File: src/rtl/owt_macros.svh
// one-wire receiver constants
`ifndef OWT_MACROS_SVH
`define OWT_MACROS_SVH

// frame field lengths
`define OWT_CMD_BITS    8
`define OWT_ADC_BITS    12
`define OWT_NML_BITS    8
`define OWT_CRC_BITS    8
`define OWT_DATA_W      16
`define OWT_ADC_CODE    7'h1f
`define OWT_CRC_POLY    8'h07

// symbol timing
`define OWT_HEAD_EDGES  8
`define OWT_CYC_W       8
`define OWT_FRAME_TMO   2048
`define OWT_RSP_DLY     64

// error counter steps
`define OWT_ERR_MAX     15
`define OWT_ERR_ADD_0   1
`define OWT_ERR_ADD_1   2
`define OWT_ERR_ADD_2   4
`define OWT_ERR_ADD_3   8
`define OWT_ERR_SUB_0   1
`define OWT_ERR_SUB_1   2
`define OWT_ERR_SUB_2   3
`define OWT_ERR_SUB_3   4

`endif
File: src/rtl/owt_pkg.sv
// one-wire receiver types
`include "owt_macros.svh"

package owt_pkg;

    // frame receiver states
    typedef enum logic [2:0] {
        IDLE = 3'd0,
        SYNC = 3'd1,
        CMD  = 3'd2,
        DATA = 3'd3,
        CRC  = 3'd4,
        END  = 3'd5
    } frame_st_e;

    // cycles between two line edges
    typedef logic [`OWT_CYC_W-1:0] cyc_t;

    // data word, adc sample or normal byte depending on the command
    typedef union packed {
        struct packed {
            logic [`OWT_DATA_W-`OWT_ADC_BITS-1:0] pad;
            logic [`OWT_ADC_BITS-1:0]             sample;
        } adc_s;
        struct packed {
            logic [`OWT_DATA_W-`OWT_NML_BITS-1:0] pad;
            logic [`OWT_NML_BITS-1:0]             value;
        } nml_s;
    } data_u;

endpackage

File: src/rtl/owt_sym_if.sv
// symbol decoder to frame receiver link
`timescale 1ns/1ps

interface owt_sym_if (
    input logic i_clk
);
    logic frame_start;
    logic sync_ok;
    logic bit_vld;
    logic bit_val;
    logic sym_err;
    logic line_low;
    logic hunt;

    modport decoder (
        input  i_clk, hunt,
        output frame_start, sync_ok, bit_vld, bit_val, sym_err, line_low
    );

    modport frame (
        input  i_clk, frame_start, sync_ok, bit_vld, bit_val, sym_err, line_low,
        output hunt
    );
endinterface

File: src/rtl/owt_rx_top.sv
// one-wire command receiver top
`timescale 1ns/1ps
`include "owt_macros.svh"

module owt_rx_top (
    input  logic                     i_clk,
    input  logic                     i_rst_n,
    input  logic                     i_owt_line,
    input  logic                     i_comerr_mode,
    input  logic [3:0]               i_comerr_cfg,
    output logic                     o_rx_ack,
    output logic                     o_rx_status,
    output logic                     o_com_err,
    output logic [`OWT_CMD_BITS-1:0] o_rx_cmd,
    output logic [`OWT_DATA_W-1:0]   o_rx_data
);

    logic frame_done;
    logic frame_bad;

    owt_sym_if sym (
        .i_clk (i_clk)
    );

    owt_mcst_decoder u_decoder (
        .i_clk   (i_clk),
        .i_rst_n (i_rst_n),
        .i_line  (i_owt_line),
        .sym     (sym.decoder)
    );

    owt_frame_rx u_frame_rx (
        .i_clk        (i_clk),
        .i_rst_n      (i_rst_n),
        .sym          (sym.frame),
        .o_frame_done (frame_done),
        .o_frame_bad  (frame_bad),
        .o_cmd        (o_rx_cmd),
        .o_data       (o_rx_data)
    );

    owt_link_health u_health (
        .i_clk         (i_clk),
        .i_rst_n       (i_rst_n),
        .i_frame_done  (frame_done),
        .i_frame_bad   (frame_bad),
        .i_comerr_mode (i_comerr_mode),
        .i_comerr_cfg  (i_comerr_cfg),
        .o_rx_ack      (o_rx_ack),
        .o_rx_status   (o_rx_status),
        .o_com_err     (o_com_err)
    );

endmodule

File: src/rtl/owt_link_health.sv
// acknowledge and link health
`timescale 1ns/1ps
`include "owt_macros.svh"

module owt_link_health (
    input  logic       i_clk,
    input  logic       i_rst_n,
    input  logic       i_frame_done,
    input  logic       i_frame_bad,
    input  logic       i_comerr_mode,
    input  logic [3:0] i_comerr_cfg,
    output logic       o_rx_ack,
    output logic       o_rx_status,
    output logic       o_com_err
);

    localparam int DLY_W = $clog2(`OWT_RSP_DLY);
    localparam int ERR_W = $clog2(`OWT_ERR_MAX + 1);

    logic [DLY_W-1:0] dly_cnt;
    logic             dly_on;
    logic             dly_fire;
    logic             ack_good;
    logic [ERR_W-1:0] err_cnt;
    logic [ERR_W-1:0] err_nxt;
    logic [ERR_W-1:0] add_step;
    logic [ERR_W-1:0] sub_step;
    logic [ERR_W:0]   err_sum;
    logic             flag_nxt;

    assign ack_good = i_frame_done && !i_frame_bad;
    assign dly_fire = dly_on && (dly_cnt == DLY_W'(`OWT_RSP_DLY - 1));

    // error response timer
    always_ff @(posedge i_clk or negedge i_rst_n) begin
        if (!i_rst_n) begin
            dly_on  <= 1'b0;
            dly_cnt <= '0;
        end else if (dly_fire) begin
            dly_on <= 1'b0;
        end else if (i_frame_done && i_frame_bad && !dly_on) begin
            dly_on  <= 1'b1;
            dly_cnt <= DLY_W'(1);
        end else if (dly_on) begin
            dly_cnt <= dly_cnt + 1'b1;
        end
    end

    // ========================================
    // error counter
    // ========================================
    always_comb begin
        case (i_comerr_cfg[3:2])
            2'd0:    add_step = ERR_W'(`OWT_ERR_ADD_0);
            2'd1:    add_step = ERR_W'(`OWT_ERR_ADD_1);
            2'd2:    add_step = ERR_W'(`OWT_ERR_ADD_2);
            default: add_step = ERR_W'(`OWT_ERR_ADD_3);
        endcase
        case (i_comerr_cfg[1:0])
            2'd0:    sub_step = ERR_W'(`OWT_ERR_SUB_0);
            2'd1:    sub_step = ERR_W'(`OWT_ERR_SUB_1);
            2'd2:    sub_step = ERR_W'(`OWT_ERR_SUB_2);
            default: sub_step = ERR_W'(`OWT_ERR_SUB_3);
        endcase
    end

    assign err_sum = {1'b0, err_cnt} + {1'b0, add_step};

    // saturate at the ceiling and at zero
    always_comb begin
        if (dly_fire) begin
            err_nxt = (err_sum >= (ERR_W + 1)'(`OWT_ERR_MAX)) ? ERR_W'(`OWT_ERR_MAX)
                                                             : err_sum[ERR_W-1:0];
        end else begin
            err_nxt = (sub_step >= err_cnt) ? '0 : err_cnt - sub_step;
        end
    end

    assign flag_nxt = i_comerr_mode ? (err_nxt == '0) : (err_nxt >= add_step);

    // flag follows the counter only at an acknowledge
    always_ff @(posedge i_clk or negedge i_rst_n) begin
        if (!i_rst_n) begin
            o_rx_ack    <= 1'b0;
            o_rx_status <= 1'b0;
            err_cnt     <= ERR_W'(`OWT_ERR_MAX);
            o_com_err   <= 1'b1;
        end else begin
            o_rx_ack    <= ack_good || dly_fire;
            o_rx_status <= dly_fire;
            if (ack_good || dly_fire) begin
                err_cnt   <= err_nxt;
                o_com_err <= flag_nxt;
            end
        end
    end

endmodule

File: src/rtl/owt_frame_rx.sv
// frame receiver
`timescale 1ns/1ps
`include "owt_macros.svh"

module owt_frame_rx (
    input  logic                     i_clk,
    input  logic                     i_rst_n,
    owt_sym_if.frame                 sym,
    output logic                     o_frame_done,
    output logic                     o_frame_bad,
    output logic [`OWT_CMD_BITS-1:0] o_cmd,
    output owt_pkg::data_u           o_data
);

    localparam int TMR_W = $clog2(`OWT_FRAME_TMO);

    owt_pkg::frame_st_e       st;
    logic [3:0]               bcnt;
    logic [3:0]               last_idx;
    logic [`OWT_CMD_BITS-1:0] cmd_sr;
    owt_pkg::data_u           data_sr;
    logic [`OWT_CRC_BITS-1:0] crc_sr;
    logic [`OWT_CRC_BITS-1:0] crc_rx;
    logic [`OWT_CRC_BITS-1:0] crc_calc;
    logic [TMR_W-1:0]         tmr;
    logic                     in_frame;
    logic                     is_adc;
    logic                     field_end;
    logic                     crc_match;
    logic                     abort;
    logic                     frame_ok;
    logic                     good_pend;

    assign sym.hunt  = (st == owt_pkg::IDLE) || (st == owt_pkg::END);
    assign in_frame  = !sym.hunt;

    // read command with the adc code carries a 12-bit sample
    assign is_adc    = !cmd_sr[`OWT_CMD_BITS-1] &&
                       (cmd_sr[`OWT_CMD_BITS-2:0] == `OWT_ADC_CODE);

    always_comb begin
        case (st)
            owt_pkg::CMD:  last_idx = 4'(`OWT_CMD_BITS - 1);
            owt_pkg::DATA: last_idx = is_adc ? 4'(`OWT_ADC_BITS - 1) : 4'(`OWT_NML_BITS - 1);
            default:       last_idx = 4'(`OWT_CRC_BITS - 1);
        endcase
    end

    assign field_end = sym.bit_vld && (bcnt == last_idx);
    assign crc_rx    = {crc_sr[`OWT_CRC_BITS-2:0], sym.bit_val};
    assign crc_match = (crc_rx == crc_calc);
    assign abort     = in_frame && (sym.sym_err || tmr == TMR_W'(`OWT_FRAME_TMO - 1));
    assign frame_ok  = (st == owt_pkg::CRC) && field_end && crc_match && !abort;

    owt_crc8 u_crc8 (
        .i_clk     (i_clk),
        .i_rst_n   (i_rst_n),
        .i_clear   (st == owt_pkg::IDLE && sym.frame_start),
        .i_bit_vld (sym.bit_vld && (st == owt_pkg::CMD || st == owt_pkg::DATA)),
        .i_bit     (sym.bit_val),
        .o_crc     (crc_calc)
    );

    // ========================================
    // frame state machine
    // ========================================
    always_ff @(posedge i_clk or negedge i_rst_n) begin
        if (!i_rst_n) begin
            st           <= owt_pkg::IDLE;
            bcnt         <= '0;
            tmr          <= '0;
            good_pend    <= 1'b0;
            o_frame_done <= 1'b0;
            o_frame_bad  <= 1'b0;
        end else begin
            o_frame_done <= 1'b0;
            tmr          <= in_frame ? tmr + 1'b1 : '0;
            if (abort) begin
                st           <= owt_pkg::END;
                good_pend    <= 1'b0;
                o_frame_done <= 1'b1;
                o_frame_bad  <= 1'b1;
            end else begin
                case (st)
                    owt_pkg::IDLE: begin
                        if (sym.frame_start) begin
                            st <= owt_pkg::SYNC;
                        end
                    end
                    owt_pkg::SYNC: begin
                        bcnt <= '0;
                        if (sym.sync_ok) begin
                            st <= owt_pkg::CMD;
                        end
                    end
                    owt_pkg::END: begin
                        // good frames report once the line is back low
                        if (sym.line_low) begin
                            st           <= owt_pkg::IDLE;
                            good_pend    <= 1'b0;
                            o_frame_done <= good_pend;
                        end
                    end
                    default: begin
                        if (sym.bit_vld) begin
                            bcnt <= field_end ? '0 : bcnt + 1'b1;
                        end
                        if (field_end && st == owt_pkg::CMD) begin
                            st <= owt_pkg::DATA;
                        end else if (field_end && st == owt_pkg::DATA) begin
                            st <= owt_pkg::CRC;
                        end else if (field_end) begin
                            st           <= owt_pkg::END;
                            good_pend    <= crc_match;
                            o_frame_done <= !crc_match;
                            o_frame_bad  <= !crc_match;
                        end
                    end
                endcase
            end
        end
    end

    // field shift registers
    always_ff @(posedge i_clk) begin
        if (st == owt_pkg::IDLE && sym.frame_start) begin
            data_sr <= '0;
        end else if (sym.bit_vld) begin
            case (st)
                owt_pkg::CMD: begin
                    cmd_sr <= {cmd_sr[`OWT_CMD_BITS-2:0], sym.bit_val};
                end
                owt_pkg::DATA: begin
                    if (is_adc) begin
                        data_sr.adc_s.sample <=
                            {data_sr.adc_s.sample[`OWT_ADC_BITS-2:0], sym.bit_val};
                    end else begin
                        data_sr.nml_s.value <=
                            {data_sr.nml_s.value[`OWT_NML_BITS-2:0], sym.bit_val};
                    end
                end
                owt_pkg::CRC: begin
                    crc_sr <= crc_rx;
                end
                default: begin
                end
            endcase
        end
    end

    // outputs move only on a good crc
    always_ff @(posedge i_clk or negedge i_rst_n) begin
        if (!i_rst_n) begin
            o_cmd  <= '0;
            o_data <= '0;
        end else if (frame_ok) begin
            o_cmd  <= cmd_sr;
            o_data <= data_sr;
        end
    end

endmodule

File: src/rtl/owt_crc8.sv
// serial crc8 accumulator
`timescale 1ns/1ps
`include "owt_macros.svh"

module owt_crc8 (
    input  logic                     i_clk,
    input  logic                     i_rst_n,
    input  logic                     i_clear,
    input  logic                     i_bit_vld,
    input  logic                     i_bit,
    output logic [`OWT_CRC_BITS-1:0] o_crc
);

    logic fb;

    // msb first, feedback from the top bit
    assign fb = o_crc[`OWT_CRC_BITS-1] ^ i_bit;

    always_ff @(posedge i_clk or negedge i_rst_n) begin
        if (!i_rst_n) begin
            o_crc <= '0;
        end else if (i_clear) begin
            o_crc <= '0;
        end else if (i_bit_vld) begin
            o_crc <= {o_crc[`OWT_CRC_BITS-2:0], 1'b0} ^ (fb ? `OWT_CRC_POLY : '0);
        end
    end

endmodule

File: src/rtl/owt_mcst_decoder.sv
// manchester symbol decoder
`timescale 1ns/1ps
`include "owt_macros.svh"

module owt_mcst_decoder (
    input  logic       i_clk,
    input  logic       i_rst_n,
    input  logic       i_line,
    owt_sym_if.decoder sym
);

    localparam logic [1:0] D_HUNT = 2'd0;
    localparam logic [1:0] D_HEAD = 2'd1;
    localparam logic [1:0] D_TAIL = 2'd2;
    localparam logic [1:0] D_BITS = 2'd3;

    logic                  line_s1;
    logic                  line_s2;
    logic                  line_d;
    logic                  edge_det;
    logic                  rise;
    owt_pkg::cyc_t         cnt;
    owt_pkg::cyc_t         avg;
    logic [`OWT_CYC_W:0]   avg_sum;
    logic [`OWT_CYC_W+1:0] lim_short;
    logic [`OWT_CYC_W+1:0] lim_long;
    logic                  is_short;
    logic                  is_long;
    logic                  bit_edge;
    logic [1:0]            st;
    logic [2:0]            head_cnt;
    logic                  tail_hi;
    logic                  mid_phase;

    // ========================================
    // synchronizer and edge timing
    // ========================================
    always_ff @(posedge i_clk or negedge i_rst_n) begin
        if (!i_rst_n) begin
            line_s1 <= 1'b0;
            line_s2 <= 1'b0;
            line_d  <= 1'b0;
        end else begin
            line_s1 <= i_line;
            line_s2 <= line_s1;
            line_d  <= line_s2;
        end
    end

    assign edge_det     = line_s2 ^ line_d;
    assign rise         = line_s2 & ~line_d;
    assign sym.line_low = ~line_s2;

    // cycles since the previous edge, saturating
    always_ff @(posedge i_clk or negedge i_rst_n) begin
        if (!i_rst_n) begin
            cnt <= '0;
        end else if (edge_det) begin
            cnt <= owt_pkg::cyc_t'(1);
        end else if (cnt != '1) begin
            cnt <= cnt + 1'b1;
        end
    end

    // running average of T over the head
    assign avg_sum = {1'b0, avg} + {1'b0, cnt};

    always_ff @(posedge i_clk) begin
        if (st == D_HEAD && edge_det) begin
            avg <= (head_cnt == 3'd0) ? cnt : avg_sum[`OWT_CYC_W:1];
        end
    end

    // short up to 1.5T, long up to 2.5T
    assign lim_short = {2'b00, avg} + {3'b000, avg[`OWT_CYC_W-1:1]};
    assign lim_long  = {1'b0, avg, 1'b0} + {3'b000, avg[`OWT_CYC_W-1:1]};
    assign is_short  = ({2'b00, cnt} <= lim_short);
    assign is_long   = !is_short && ({2'b00, cnt} <= lim_long);
    assign bit_edge  = mid_phase ? is_long : is_short;

    // ========================================
    // sync and bit recovery
    // ========================================
    always_ff @(posedge i_clk or negedge i_rst_n) begin
        if (!i_rst_n) begin
            st              <= D_HUNT;
            head_cnt        <= '0;
            tail_hi         <= 1'b0;
            mid_phase       <= 1'b0;
            sym.frame_start <= 1'b0;
            sym.sync_ok     <= 1'b0;
            sym.bit_vld     <= 1'b0;
            sym.bit_val     <= 1'b0;
            sym.sym_err     <= 1'b0;
        end else begin
            sym.frame_start <= 1'b0;
            sym.sync_ok     <= 1'b0;
            sym.bit_vld     <= 1'b0;
            sym.sym_err     <= 1'b0;
            // hunt lags frame_start by one cycle
            if (sym.hunt && !sym.frame_start && st != D_HUNT) begin
                st <= D_HUNT;
            end else if (edge_det) begin
                case (st)
                    D_HUNT: begin
                        if (rise) begin
                            st              <= D_HEAD;
                            head_cnt        <= '0;
                            sym.frame_start <= 1'b1;
                        end
                    end
                    D_HEAD: begin
                        head_cnt <= head_cnt + 1'b1;
                        if (head_cnt == 3'(`OWT_HEAD_EDGES - 2)) begin
                            st      <= D_TAIL;
                            tail_hi <= 1'b0;
                        end
                    end
                    D_TAIL: begin
                        // short low, then a long high ending on a mid-bit fall
                        if (!tail_hi && rise && is_short) begin
                            tail_hi <= 1'b1;
                        end else if (tail_hi && !rise && is_long) begin
                            st          <= D_BITS;
                            mid_phase   <= 1'b1;
                            sym.sync_ok <= 1'b1;
                        end else begin
                            st          <= D_HUNT;
                            sym.sym_err <= 1'b1;
                        end
                    end
                    default: begin
                        if (bit_edge) begin
                            mid_phase   <= 1'b1;
                            sym.bit_vld <= 1'b1;
                            sym.bit_val <= ~rise;
                        end else if (mid_phase && is_short) begin
                            mid_phase <= 1'b0;
                        end else begin
                            st          <= D_HUNT;
                            sym.sym_err <= 1'b1;
                        end
                    end
                endcase
            end
        end
    end

endmodule

File: config.mk
export PLATFORM = sky130hd
export DESIGN_NAME = owt_rx_top
export DESIGN_NICKNAME = d
export VERILOG_FILES = /design/src/rtl/owt_pkg.sv /design/src/rtl/owt_sym_if.sv /design/src/rtl/owt_rx_top.sv /design/src/rtl/owt_link_health.sv /design/src/rtl/owt_frame_rx.sv /design/src/rtl/owt_crc8.sv /design/src/rtl/owt_mcst_decoder.sv
export VERILOG_INCLUDE_DIRS = /design/src /design/src/rtl
export SDC_FILE = /design/constraint.sdc
export NUM_CORES = 1
export LEC_CHECK = 0
export BUFFER_PORTS_ARGS = -buffer_cell sky130_fd_sc_hd__buf_2
export CAP_MARGIN = 20
export CELL_PAD_IN_SITES_DETAIL_PLACEMENT = 0
export CELL_PAD_IN_SITES_GLOBAL_PLACEMENT = 2
export CORE_ASPECT_RATIO = 0.8
export CORE_UTILIZATION = 44
export DETAILED_ROUTE_END_ITERATION = 7
export PLACE_DENSITY_LB_ADDON = 0.1
export SLEW_MARGIN = 30
export SYNTH_ARGS = -nofsm -noshare
export SYNTH_HDL_FRONTEND = slang
export SYNTH_SLANG_ARGS = --single-unit
File: constraint.sdc
create_clock -name i_clk -period 5.6 [get_ports i_clk]
set_input_delay 0 -clock i_clk [delete_from_list [all_inputs] [get_ports i_clk]]
set_output_delay 0 -clock i_clk [all_outputs]
set_load 0.01 [all_outputs]
Yosys cells after proc, flatten, opt, wreduce, memory -nomap -nowiden
Cells that the tools add are included.
W data, S select, Z words.
Word-level totals
  register bits: 121
  bits of input ports: 8
  output and inout bits: 27
  word-level logic and storage cells: 260
Cells by class
  $add $sub $neg: 10
  magnitude comparators: 5
  eq/ne operators: 37
  mux-type cells: 87
  bitwise gates (word level): 13
  reduce and logical (&&, ||, !) cells: 75
Operators by type and width (number)
  $mux W1: 44
  $mux W8: 5
  $mux W4: 7
  $mux W3: 9
  $logic_and A1 B1 Y1: 23
  $le A8 B10 Y1: 2
  $reduce_bool A2 Y1: 10
  $pmux W3 S3: 2
  $mux W2: 8
  $reduce_and A4 Y1: 4
  $ne A2 B1 Y1 const B: 7
  $mux W6: 2
  $ne A3 B2 Y1 const B: 4
  $pmux W4 S3: 1
  $reduce_and A3 Y1: 4
  $reduce_and A6 Y1: 2
  $add A11 B1 Y11 const B: 1
  $eq A11 B11 Y1 const B: 1
  $mux W11: 1
  $add A9 B7 Y10: 1
  $logic_not A1 Y1: 10
  $pmux W1 S2: 5
  $reduce_and A5 Y1: 2
  $add A8 B7 Y9: 1
  41 further kinds: 71

Longest topological paths before layout
Gate-level depths: netlist of the first run.
  depth in word-level cells: 11
  depth in mapped cells: 17
  gate-level depth less buffers: 17

By module
From an unflattened synthesis of the first run, not the netlist that was laid out.
Unflattened totals
  cell total of the unflattened synthesis: 717
  area total of the unflattened synthesis: 7302.0 µm²
Modules (own cells, without submodules)
  owt_frame_rx: instances 1, cells each 257, area an instance 3012.9 µm², seq. area each 1716.6 µm²
  owt_mcst_decoder: instances 1, cells each 313, area an instance 2834.0 µm², seq. area each 815.8 µm²
  owt_link_health: instances 1, cells each 115, area an instance 1082.3 µm², seq. area each 356.6 µm²
  owt_crc8: instances 1, cells each 32, area an instance 372.9 µm², seq. area each 200.2 µm²

Least setup slack after synthesis of the first run
OpenSTA, ideal clock, no wires.
  path type: reg2reg
  start: reg u_decoder.avg[1]
  end: reg u_decoder.st[0]
  setup time: 0.128 ns
  data arrival time: 3.610 ns
  required time: 5.472 ns
  path slack: 1.862 ns
  stages on the path, launching flop included: 17
  path buffers: 0
  cells stage by stage: edfxtp_1 > ha_1 > a21o_1 > a21oi_1 > o21bai_1 > a21o_1 > a21oi_1 > o21ai_0 > xnor2_1 > ha_1 > and4_1 > a221o_1 > a31oi_1 > nand2_1 > a21o_1 > a211oi_1 > mux2_1
Between the ends
  word-level cells in the longest chain between the ends: 10
  elaborated cells on any way between the ends: 19
  classes of those cells: add/sub: 2; order compare: 2; eq/ne: 3; mux: 6; reduce/logical: 6
Ends and longest elaborated chain
  start: declaration: RTL line owt_mcst_decoder.sv:23  | owt_pkg::cyc_t avg;
  start signal: assignment: RTL line owt_mcst_decoder.sv:70  | avg <= (head_cnt == 3'd0) ? cnt : avg_sum[`OWT_CYC_W:1];
  $add A8 B7 Y9: RTL line owt_mcst_decoder.sv:75  | assign lim_short = {2'b00, avg} + {3'b000, avg[`OWT_CYC_W-1:1]};
  $le A8 B10 Y1: RTL line owt_mcst_decoder.sv:77  | assign is_short = ({2'b00, cnt} <= lim_short);
  $logic_not A1 Y1: RTL line owt_mcst_decoder.sv:78  | assign is_long = !is_short && ({2'b00, cnt} <= lim_long);
  $logic_and A1 B1 Y1: RTL line owt_mcst_decoder.sv:78
  $logic_and A1 B1 Y1: RTL line owt_mcst_decoder.sv:123  | end else if (tail_hi && !rise && is_long) begin
  $mux W2: RTL line owt_mcst_decoder.sv:123
  $mux W2: RTL line owt_mcst_decoder.sv:121  | if (!tail_hi && rise && is_short) begin
  $pmux W2 S3: RTL line owt_mcst_decoder.sv:104  | case (st)
  $mux W2: RTL line owt_mcst_decoder.sv:103  | end else if (edge_det) begin
  $mux W2: RTL line owt_mcst_decoder.sv:101  | if (sym.hunt && !sym.frame_start && st != D_HUNT) begin
  end signal: assignment: RTL line owt_mcst_decoder.sv:102  | st <= D_HUNT;
  end signal: assignment: RTL line owt_mcst_decoder.sv:107  | st <= D_HEAD;
  end signal: assignment: RTL line owt_mcst_decoder.sv:124  | st <= D_BITS;
  end: declaration: RTL line owt_mcst_decoder.sv:30  | logic [1:0] st;
Parallel ways exist; a longest one is shown, timed or not. The select of a mux whose other input is x is not followed.
A chain may end at the register's enable or synchronous reset.

Final worst setup path of the first run
Ends and elaborated chain as after synthesis.

==> reports/qor.csv, run 1 <==
stage,metric,value,unit
outcome,status,completed,
yosys,register area share after synthesis,43.75,%
cts,TritonCTS clock tree,done,
drt,total number of vias,5186,
setup_path,"most used cell, CP",a21o_1,
floorplanning,DIE HEIGHT,115.3,um
sta,post-layout minimum cycle time,4119,ps
layout,antenna fix cells,0,
yosys,main combinational cell family by area after synthesis,simple AND/OR/NAND/NOR gates,
yosys,Synth Area in Compound Gates,14.60,%
layout,area delta synth->final,14.42,%
yosys,simple-gate share of the synthesized area,15.57,%
drt,DRT Pass-1 Iters,4,
global_route,global-route usage over all layers,19.46,%
placed_design,Post-DP Area,7442,um^2
sta,slew margin rel.,48.54,%
sta,total negative slack,0,ps
drt,routed len/inst,14.92,um
cts,Setup Buffers After CTS,0,
cts,Clock Root Buffer,clkbuf_16,
drt,Total Routed Length,14600,um
layout,"commonest non-fill, non-tap cell in the layout",dfrtp_1,
global_route,GRT Residual Overflow,0,
yosys,count of different cell masters after synthesis,65,
sta,endpoints failing hold,0,
setup_path,Slowest cell on crit path,edfxtp_1,
cts,CTS sink cnt,121,
drt,Via density,5.297,
setup_path,crit path cell chain,ha_1 -> a21o_1 -> a21oi_1 -> o21bai_1 -> a21o_1 -> a21oi_1 -> o21ai_0 -> xnor2_1 -> ha_1 -> and4_1 -> a221o_1 -> a31oi_1 -> nand2_1 -> a21o_1 -> a211oi_1 -> mux2_1,
yosys,ys async rst share,71.07,%
setup_path,Critical Path Source Type,flip-flop,
global_route,pin count of the biggest net entering global routing,76,
setup_path,CP arrival,4410,ps
cts,clock tree buffer depth,2,
placed_design,HPWL Detailed,10460,um
floorplanning,full die area,16560,um^2
power_and_ir_drop,Switching Power,1.266,mW
setup_path,Critical Path Max Stage Delay,510,ps
power_and_ir_drop,maximum VDD drop,0.0002300,V
sta,WHS,123.1,ps
cts,Clock Latency Late Sink,410,ps
sta,Final Max Tran Viols,0,
yosys,fraction of synthesized area in multiplexers,5.103,%
yosys,Synth Area in Adders,12.58,%
placed_design,Routability Congestion,0.8218,
min_path,Hold WC Path Type,in2async,
floorplanning,I/O pin count,35,
yosys,xor and xnor area share after synthesis,4.837,%
power_and_ir_drop,clock share of power,31.3,%
setup_path,r2r setup slk,1480,ps
power_and_ir_drop,Flop pwr share,36.7,%
setup_path,reg-to-reg startpoint,u_decoder.avg[1],
power_and_ir_drop,Power Internal,2.227,mW
sta,f_max,242.8,MHz
layout,Final #Nets,827,
floorplanning,initial core utilization,44.84,%
setup_path,Required @ worst endpoint,5890,ps
setup_path,Reg2Reg Capture Point,u_decoder.st[0],
setup_path,crit-path max FO,9,
setup_path,Crit. End Element,flip-flop,
floorplanning,Die W,143.6,um
yosys,Syn Inst Count,711,
sta,period utilization,73.56,%
yosys,YS warnings,0,
cts,htree depth,4,
floorplanning,core footprint,15750,um^2
sta,skew final,14.05,ps
sta,worst-margin pin slew,771.8,ps
power_and_ir_drop,Logic pwr share,32.0,%
yosys,synthesized area,7062,um^2
sta,setup repair after global routing missed its margin,no,
drt,Antenna Nets Post-Route,0,
setup_path,crit path kind,reg2reg,
global_route,initial antenna violation count,0,
drt,DRT iter0 DRCs,319,
cts,Worst-path clk slew,60,ps
placed_design,port bufs,30,
power_and_ir_drop,Pleak,3.841,nW
power_and_ir_drop,Pwr Total,3.493,mW
setup_path,R2R depth,16,
yosys,"EDFF count, synth",23,
yosys,Synth Flop Type,dfrtp_1,
layout,"Design Area, Final",8080,um^2
floorplanning,row cnt,41,
cts,CTS Buf Count,17,
layout,"commonest cells after routing, fill and taps aside","dfrtp_1, nand2_1, ha_1, nor2_1, a21oi_1",
power_and_ir_drop,Power Density,432.3,nW/um^2
yosys,"FF+latch count, synth",121,
layout,share of cells above drive strength 1,10.34,%
power_and_ir_drop,Sw Share,36.25,%
global_route,first-pass GRT wire length,25290,um
yosys,syn avg cell area,9.932,um^2
drt,DRC Markers,0,
global_route,vias in the first global route,5120,
run,# Max-Cap Violations,0,
sta,Final setup viols,0,
==> area by class of cell <==
type	count	area, um^2
clock buffer	18	429.2
timing repair buffer	37	219.0
clock inverter	14	163.9
inverter	41	153.9
fill	1497	7669
tap	215	269.0
multi-input combinational	533	3756
sequential	121	3089
==> how the worst max path moves through the flow <==
stage                startpoint              end  slack, ps  cells past startpoint
6_report       u_decoder.avg[1]  u_decoder.st[0]       1480                     16
3_3_place_gp   u_decoder.avg[1]  u_decoder.st[0]       1620                     16
5_1_grt        u_decoder.avg[1]  u_decoder.st[0]       1070                     16
4_1_cts        u_decoder.avg[1]  u_decoder.st[0]       1480                     16
3_5_place_dp   u_decoder.avg[1]  u_decoder.st[0]       1540                     16
2_1_floorplan  u_decoder.avg[1]  u_decoder.st[0]       1860                     16
==> cells in the mapped netlist, types with 5 or more instances <==
master | instances | area [um^2]
dfrtp_1 | 81 | 2027
nand2_1 | 72 | 270.3
ha_1 | 63 | 788.3
nor2_1 | 53 | 198.9
a21oi_1 | 51 | 255.2
inv_1 | 41 | 153.9
o21ai_0 | 30 | 150.1
nand3_1 | 29 | 145.1
edfxtp_1 | 23 | 690.7
xor2_1 | 23 | 201.4
mux2_1 | 21 | 236.5
a21o_1 | 17 | 127.6
xnor2_1 | 16 | 140.1
clkbuf_1 | 12 | 45.04
dfxtp_1 | 12 | 240.2
nor2b_1 | 12 | 75.07
nor3_1 | 10 | 50.05
mux2i_1 | 9 | 90.09
nand2b_1 | 8 | 50.05
or3_1 | 8 | 50.05
a31oi_1 | 7 | 43.79
o21a_1 | 7 | 52.55
a211oi_1 | 6 | 45.04
and3_1 | 6 | 37.54
buf_4 | 6 | 45.04
o21ai_1 | 6 | 30.03
o31ai_1 | 6 | 45.04
and2_1 | 5 | 31.28
and4_1 | 5 | 43.79
dfstp_2 | 5 | 131.4
fa_1 | 5 | 100.1
nor4_1 | 5 | 31.28
==> worst max-delay path, delay by kind of cell, from the launching register on <==
family                   cells  cell delay (ps)
adder cells (fa/ha/maj)      2              670
flip-flops                   1              510
XOR/XNOR                     1              150
AND/OR/NAND/NOR              2              430
AO/OA/AOI/OAI               10             1900
multiplexers                 1              340
==> kinds of logic (layout without fill, tap and decap cells) <==
| family | after synthesis | after routing |
|---|---|---|
| and+or+nand+nor | 227 | 227 |
| AOI/OAI and AO/OA | 162 | 162 |
| DFF | 121 | 121 |
| xor gates and xnor gates | 39 | 39 |
| other | 1 | 4 |
| muxes | 33 | 33 |
| adders and majority gates | 68 | 68 |
| buffers and inverters | 60 | 110 |
==> layer usage <==
metal | global-route usage [%] | share of wire, % | vias to the layer above | routed length [um]
met3 | 3.582 | 3.0 | 6 | 435
met5 | 0 | 0 | - | 0
met4 | 5.177 | 0.65 | 0 | 95
met2 | 29.61 | 44 | 66 | 6362
li1 | - | - | 2620 | -
met1 | 28.28 | 53 | 2494 | 7709
==> through the flow <==
step / setup slack [ps] / utilization (%) / cells
final: 1481 / 51.31 / 979
after global routing: 1074 / 51.31 / 979
after CTS: 1483 / 51.28 / 979
after detailed placement: 1537 / 47.26 / 943
after global placement: 1621 / 47.23 / 943
after floorplan: 1862 / - / 714
==> power groups by stage <==
stage / Sequential (mW) / Combinational (mW) / Clock, mW
2_1_floorplan: 1.20 / 0.916 / 0
3_3_place_gp: 1.29 / 1.10 / 0
3_5_place_dp: 1.29 / 1.11 / 0
4_1_cts: 1.28 / 1.13 / 1.12
5_1_grt: 1.31 / 1.30 / 1.16
6_report: 1.28 / 1.12 / 1.09
==> sequential cells by signal (all words and copies together) (netlist names), 2 cells and up <==
signal and cells:
u_decoder.avg 8, u_decoder.cnt 8, u_decoder.head_cnt 3, u_decoder.st 2, u_frame_rx.bcnt 4, u_frame_rx.cmd_sr 8, u_frame_rx.crc_sr 7, u_frame_rx.data_sr 12
u_frame_rx.o_cmd 8, u_frame_rx.o_data 12, u_frame_rx.st 3, u_frame_rx.tmr 11, u_frame_rx.u_crc8.o_crc 8, u_health.dly_cnt 6, u_health.err_cnt 4
==> timing repair <==
item,4_1_cts,5_1_grt
resized for setup,0,0
hold buffers,4,0
hold endpoints to repair,88,0
No activity file was read; power rests on OpenSTA's default activity.
==> run 2: changes to the inputs <==
CORE_UTILIZATION = 36   (was 44)
clock period = 3.55 ns   (was 5.6 ns; I/O delays follow)
==> run 2 against run 1 <==
Net effect: the flow now finishes with violations (negative setup slack); maximum frequency up 13%; cell area up 4.9%; worst setup slack worse by 1600 ps; worst hold slack better by 120 ps; critical path type unchanged; largest power group is now combinational cells.
==> reports/qor.csv, run 2 (same netlist as run 1, synthesis figures left out) <==
stage,metric,value,unit,change
outcome,status,"complete, but fails checks",,
layout,final core occ,44.42,%,-6.9 points
setup_path,Required @ worst endpoint,3840,ps,-2050 ps
floorplanning,DIE HEIGHT,127.3,um,+10%
drt,total number of vias,5324,,+2.7%
drt,routed len/inst,14.82,um,-0.67%
cts,CTS Buf Count,17,,unchanged
floorplanning,core footprint,19090,um^2,+21%
global_route,vias in the first global route,5242,,+2.4%
placed_design,port bufs,30,,unchanged
placed_design,Routability Congestion,0.8313,,+1.2%
sta,slew margin rel.,44.26,%,-4.3 points
power_and_ir_drop,Power Density,680.3,nW/um^2,+57%
min_path,Hold WC Path Type,in2reg,,
setup_path,CP arrival,3920,ps,-490 ps
global_route,pin count of the biggest net entering global routing,63,,-17%
sta,endpoints failing hold,0,,unchanged
drt,DRT Pass-1 Iters,5,,+1
drt,Antenna Nets Post-Route,0,,unchanged
setup_path,crit-path max FO,5,,-4
sta,period utilization,102.3,%,+29 points
floorplanning,initial core utilization,37.00,%,-7.8 points
drt,Total Routed Length,15600,um,+6.8%
layout,"commonest cells after routing, fill and taps aside","dfrtp_1, nand2_1, ha_1, nor2_1, a21oi_1",,
layout,area delta synth->final,20.07,%,
layout,"Design Area, Final",8479,um^2,+4.9%
cts,Worst-path clk slew,60,ps,about the same
floorplanning,Die W,158.6,um,+10%
layout,top flop regs,"u_frame_rx.data_sr x12, u_frame_rx.o_data x12, u_frame_rx.tmr x11",,
global_route,first-pass GRT wire length,26610,um,+5.2%
sta,setup repair after global routing missed its margin,yes,,
drt,DRT iter0 DRCs,329,,+3.1%
drt,DRC Markers,0,,unchanged
floorplanning,row cnt,45,,+9.8%
drt,Via density,5.056,,-4.6%
cts,Clock Latency Late Sink,410,ps,about the same
global_route,initial antenna violation count,0,,unchanged
sta,Final setup viols,3,,+3
global_route,GRT Residual Overflow,0,,unchanged
layout,share of cells above drive strength 1,16.60,%,+6.3 points
power_and_ir_drop,Pwr Total,5.768,mW,+65%
floorplanning,I/O pin count,35,,unchanged
global_route,global-route usage over all layers,16.86,%,-2.6 points
cts,htree depth,4,,unchanged
layout,"commonest non-fill, non-tap cell in the layout",dfrtp_1,,
placed_design,pre-CTS setup slack,-181.1,ps,-1718 ps
sta,final worst slack,-81.52,ps,-1562 ps
layout,Final #Nets,858,,+3.7%
run,# Max-Cap Violations,0,,unchanged
outcome,failing checks,negative setup slack,,
layout,antenna fix cells,0,,unchanged
cts,TritonCTS clock tree,done,,
placed_design,HPWL Detailed,11190,um,+7.0%
sta,skew final,17.08,ps,+3.030 ps
cts,Clock Root Buffer,clkbuf_16,,
power_and_ir_drop,Pleak,4.011,nW,+4.4%
floorplanning,full die area,20180,um^2,+22%
setup_path,Critical Path Source Type,flip-flop,,
cts,clock tree buffer depth,2,,unchanged
sta,post-layout minimum cycle time,3632,ps,-487.7 ps
setup_path,Crit. End Element,flip-flop,,
sta,f_max,275.4,MHz,+13%
power_and_ir_drop,maximum VDD drop,0.0003123,V,+36%
cts,CTS sink cnt,121,,unchanged
placed_design,Post-DP Area,7710,um^2,+3.6%
sta,Final Max Tran Viols,0,,unchanged
setup_path,crit path kind,reg2reg,,
sta,worst-margin pin slew,836.2,ps,+64.31 ps
-- run 2: cell count changes in the layout (fill, tap and decap cells not counted), sizes merged --
cell | previous run | this run
buf | 33 | 65
clkbuf | 18 | 19
dlygate4sd3 | 4 | 3
clkinv | 5 | 4
-- run 2: power breakdown --
group | leakage (nW) | switching (mW) | internal, mW
clock network | 0.296 | 0.653 | 1.10
registers | 1.43 | 0.267 | 1.68
logic | 2.29 | 1.14 | 0.930
total | 4.01 | 2.06 | 3.71
-- run 2: layer usage --
layer / vias to the layer above / routed length [um] / global-route usage [%]
met2: 83 / 6610 / 24.15
met3: 9 / 498 / 3.901
met1: 2563 / 8408 / 25.45
met4: 0 / 84 / 3.846
li1: 2669 / - / -
met5: - / 0 / 0
-- run 2: stage by stage --
stage,cells,hold WS [ps],setup TNS [ps]
final,1053,244.8,-139.4
after CTS,1049,229.7,-86.88
after global routing,1053,237.1,-1067
after detailed placement,1011,119.4,-372.6
after floorplan,714,-295.6,-42.59
after global placement,1011,116.7,-61.90
-- run 2: area by class of cell --
class                   count  area, um^2
clock buffers              19       464.2
clock inverters            13       137.6
fillers                  1818       10610
inverters                  41       153.9
multi-input cells         533        3866
flip-flops and latches    121        3089
well taps                 258       322.8
repair buffers             68       445.4
-- run 2: critical path: stages (launching register included) --
cell,delay (ps)
edfxtp_1,480
ha_1,340
a21o_1,170
a21oi_2,140
o21bai_1,100
a21o_1,170
a21oi_1,130
o21ai_1,80
xnor2_1,130
ha_1,320
and4_1,160
a221o_1,320
a31oi_2,180
and2_4,180
o22ai_2,70
a211oi_2,210
mux2_4,320
-- run 2: final timing paths --
check / end / slack (ps) / from / cells after the start
max: u_decoder.st[0] / -80 / u_decoder.avg[2] / 16
min: u_decoder.line_s1 / 240 / i_owt_line / 2
max reg2reg: u_decoder.st[0] / -80 / u_decoder.avg[2] / 16
min reg2reg: u_decoder.line_s2 / 350 / u_decoder.line_s1 / 0
max in group asynchronous: u_decoder.sym.sym_err / 2430 / i_rst_n / 3
min in group asynchronous: u_frame_rx.o_cmd[6] / 250 / i_rst_n / 2
-- run 2: what timing repair did --
action                                  CTS  global route
hold buffers                              3             0
resized for setup                         7             7
endpoints found under the setup margin    4             7
pin swaps                                19            15
buffers inserted                          3             4
hold endpoints to repair                 58             0
cloned                                    0             0
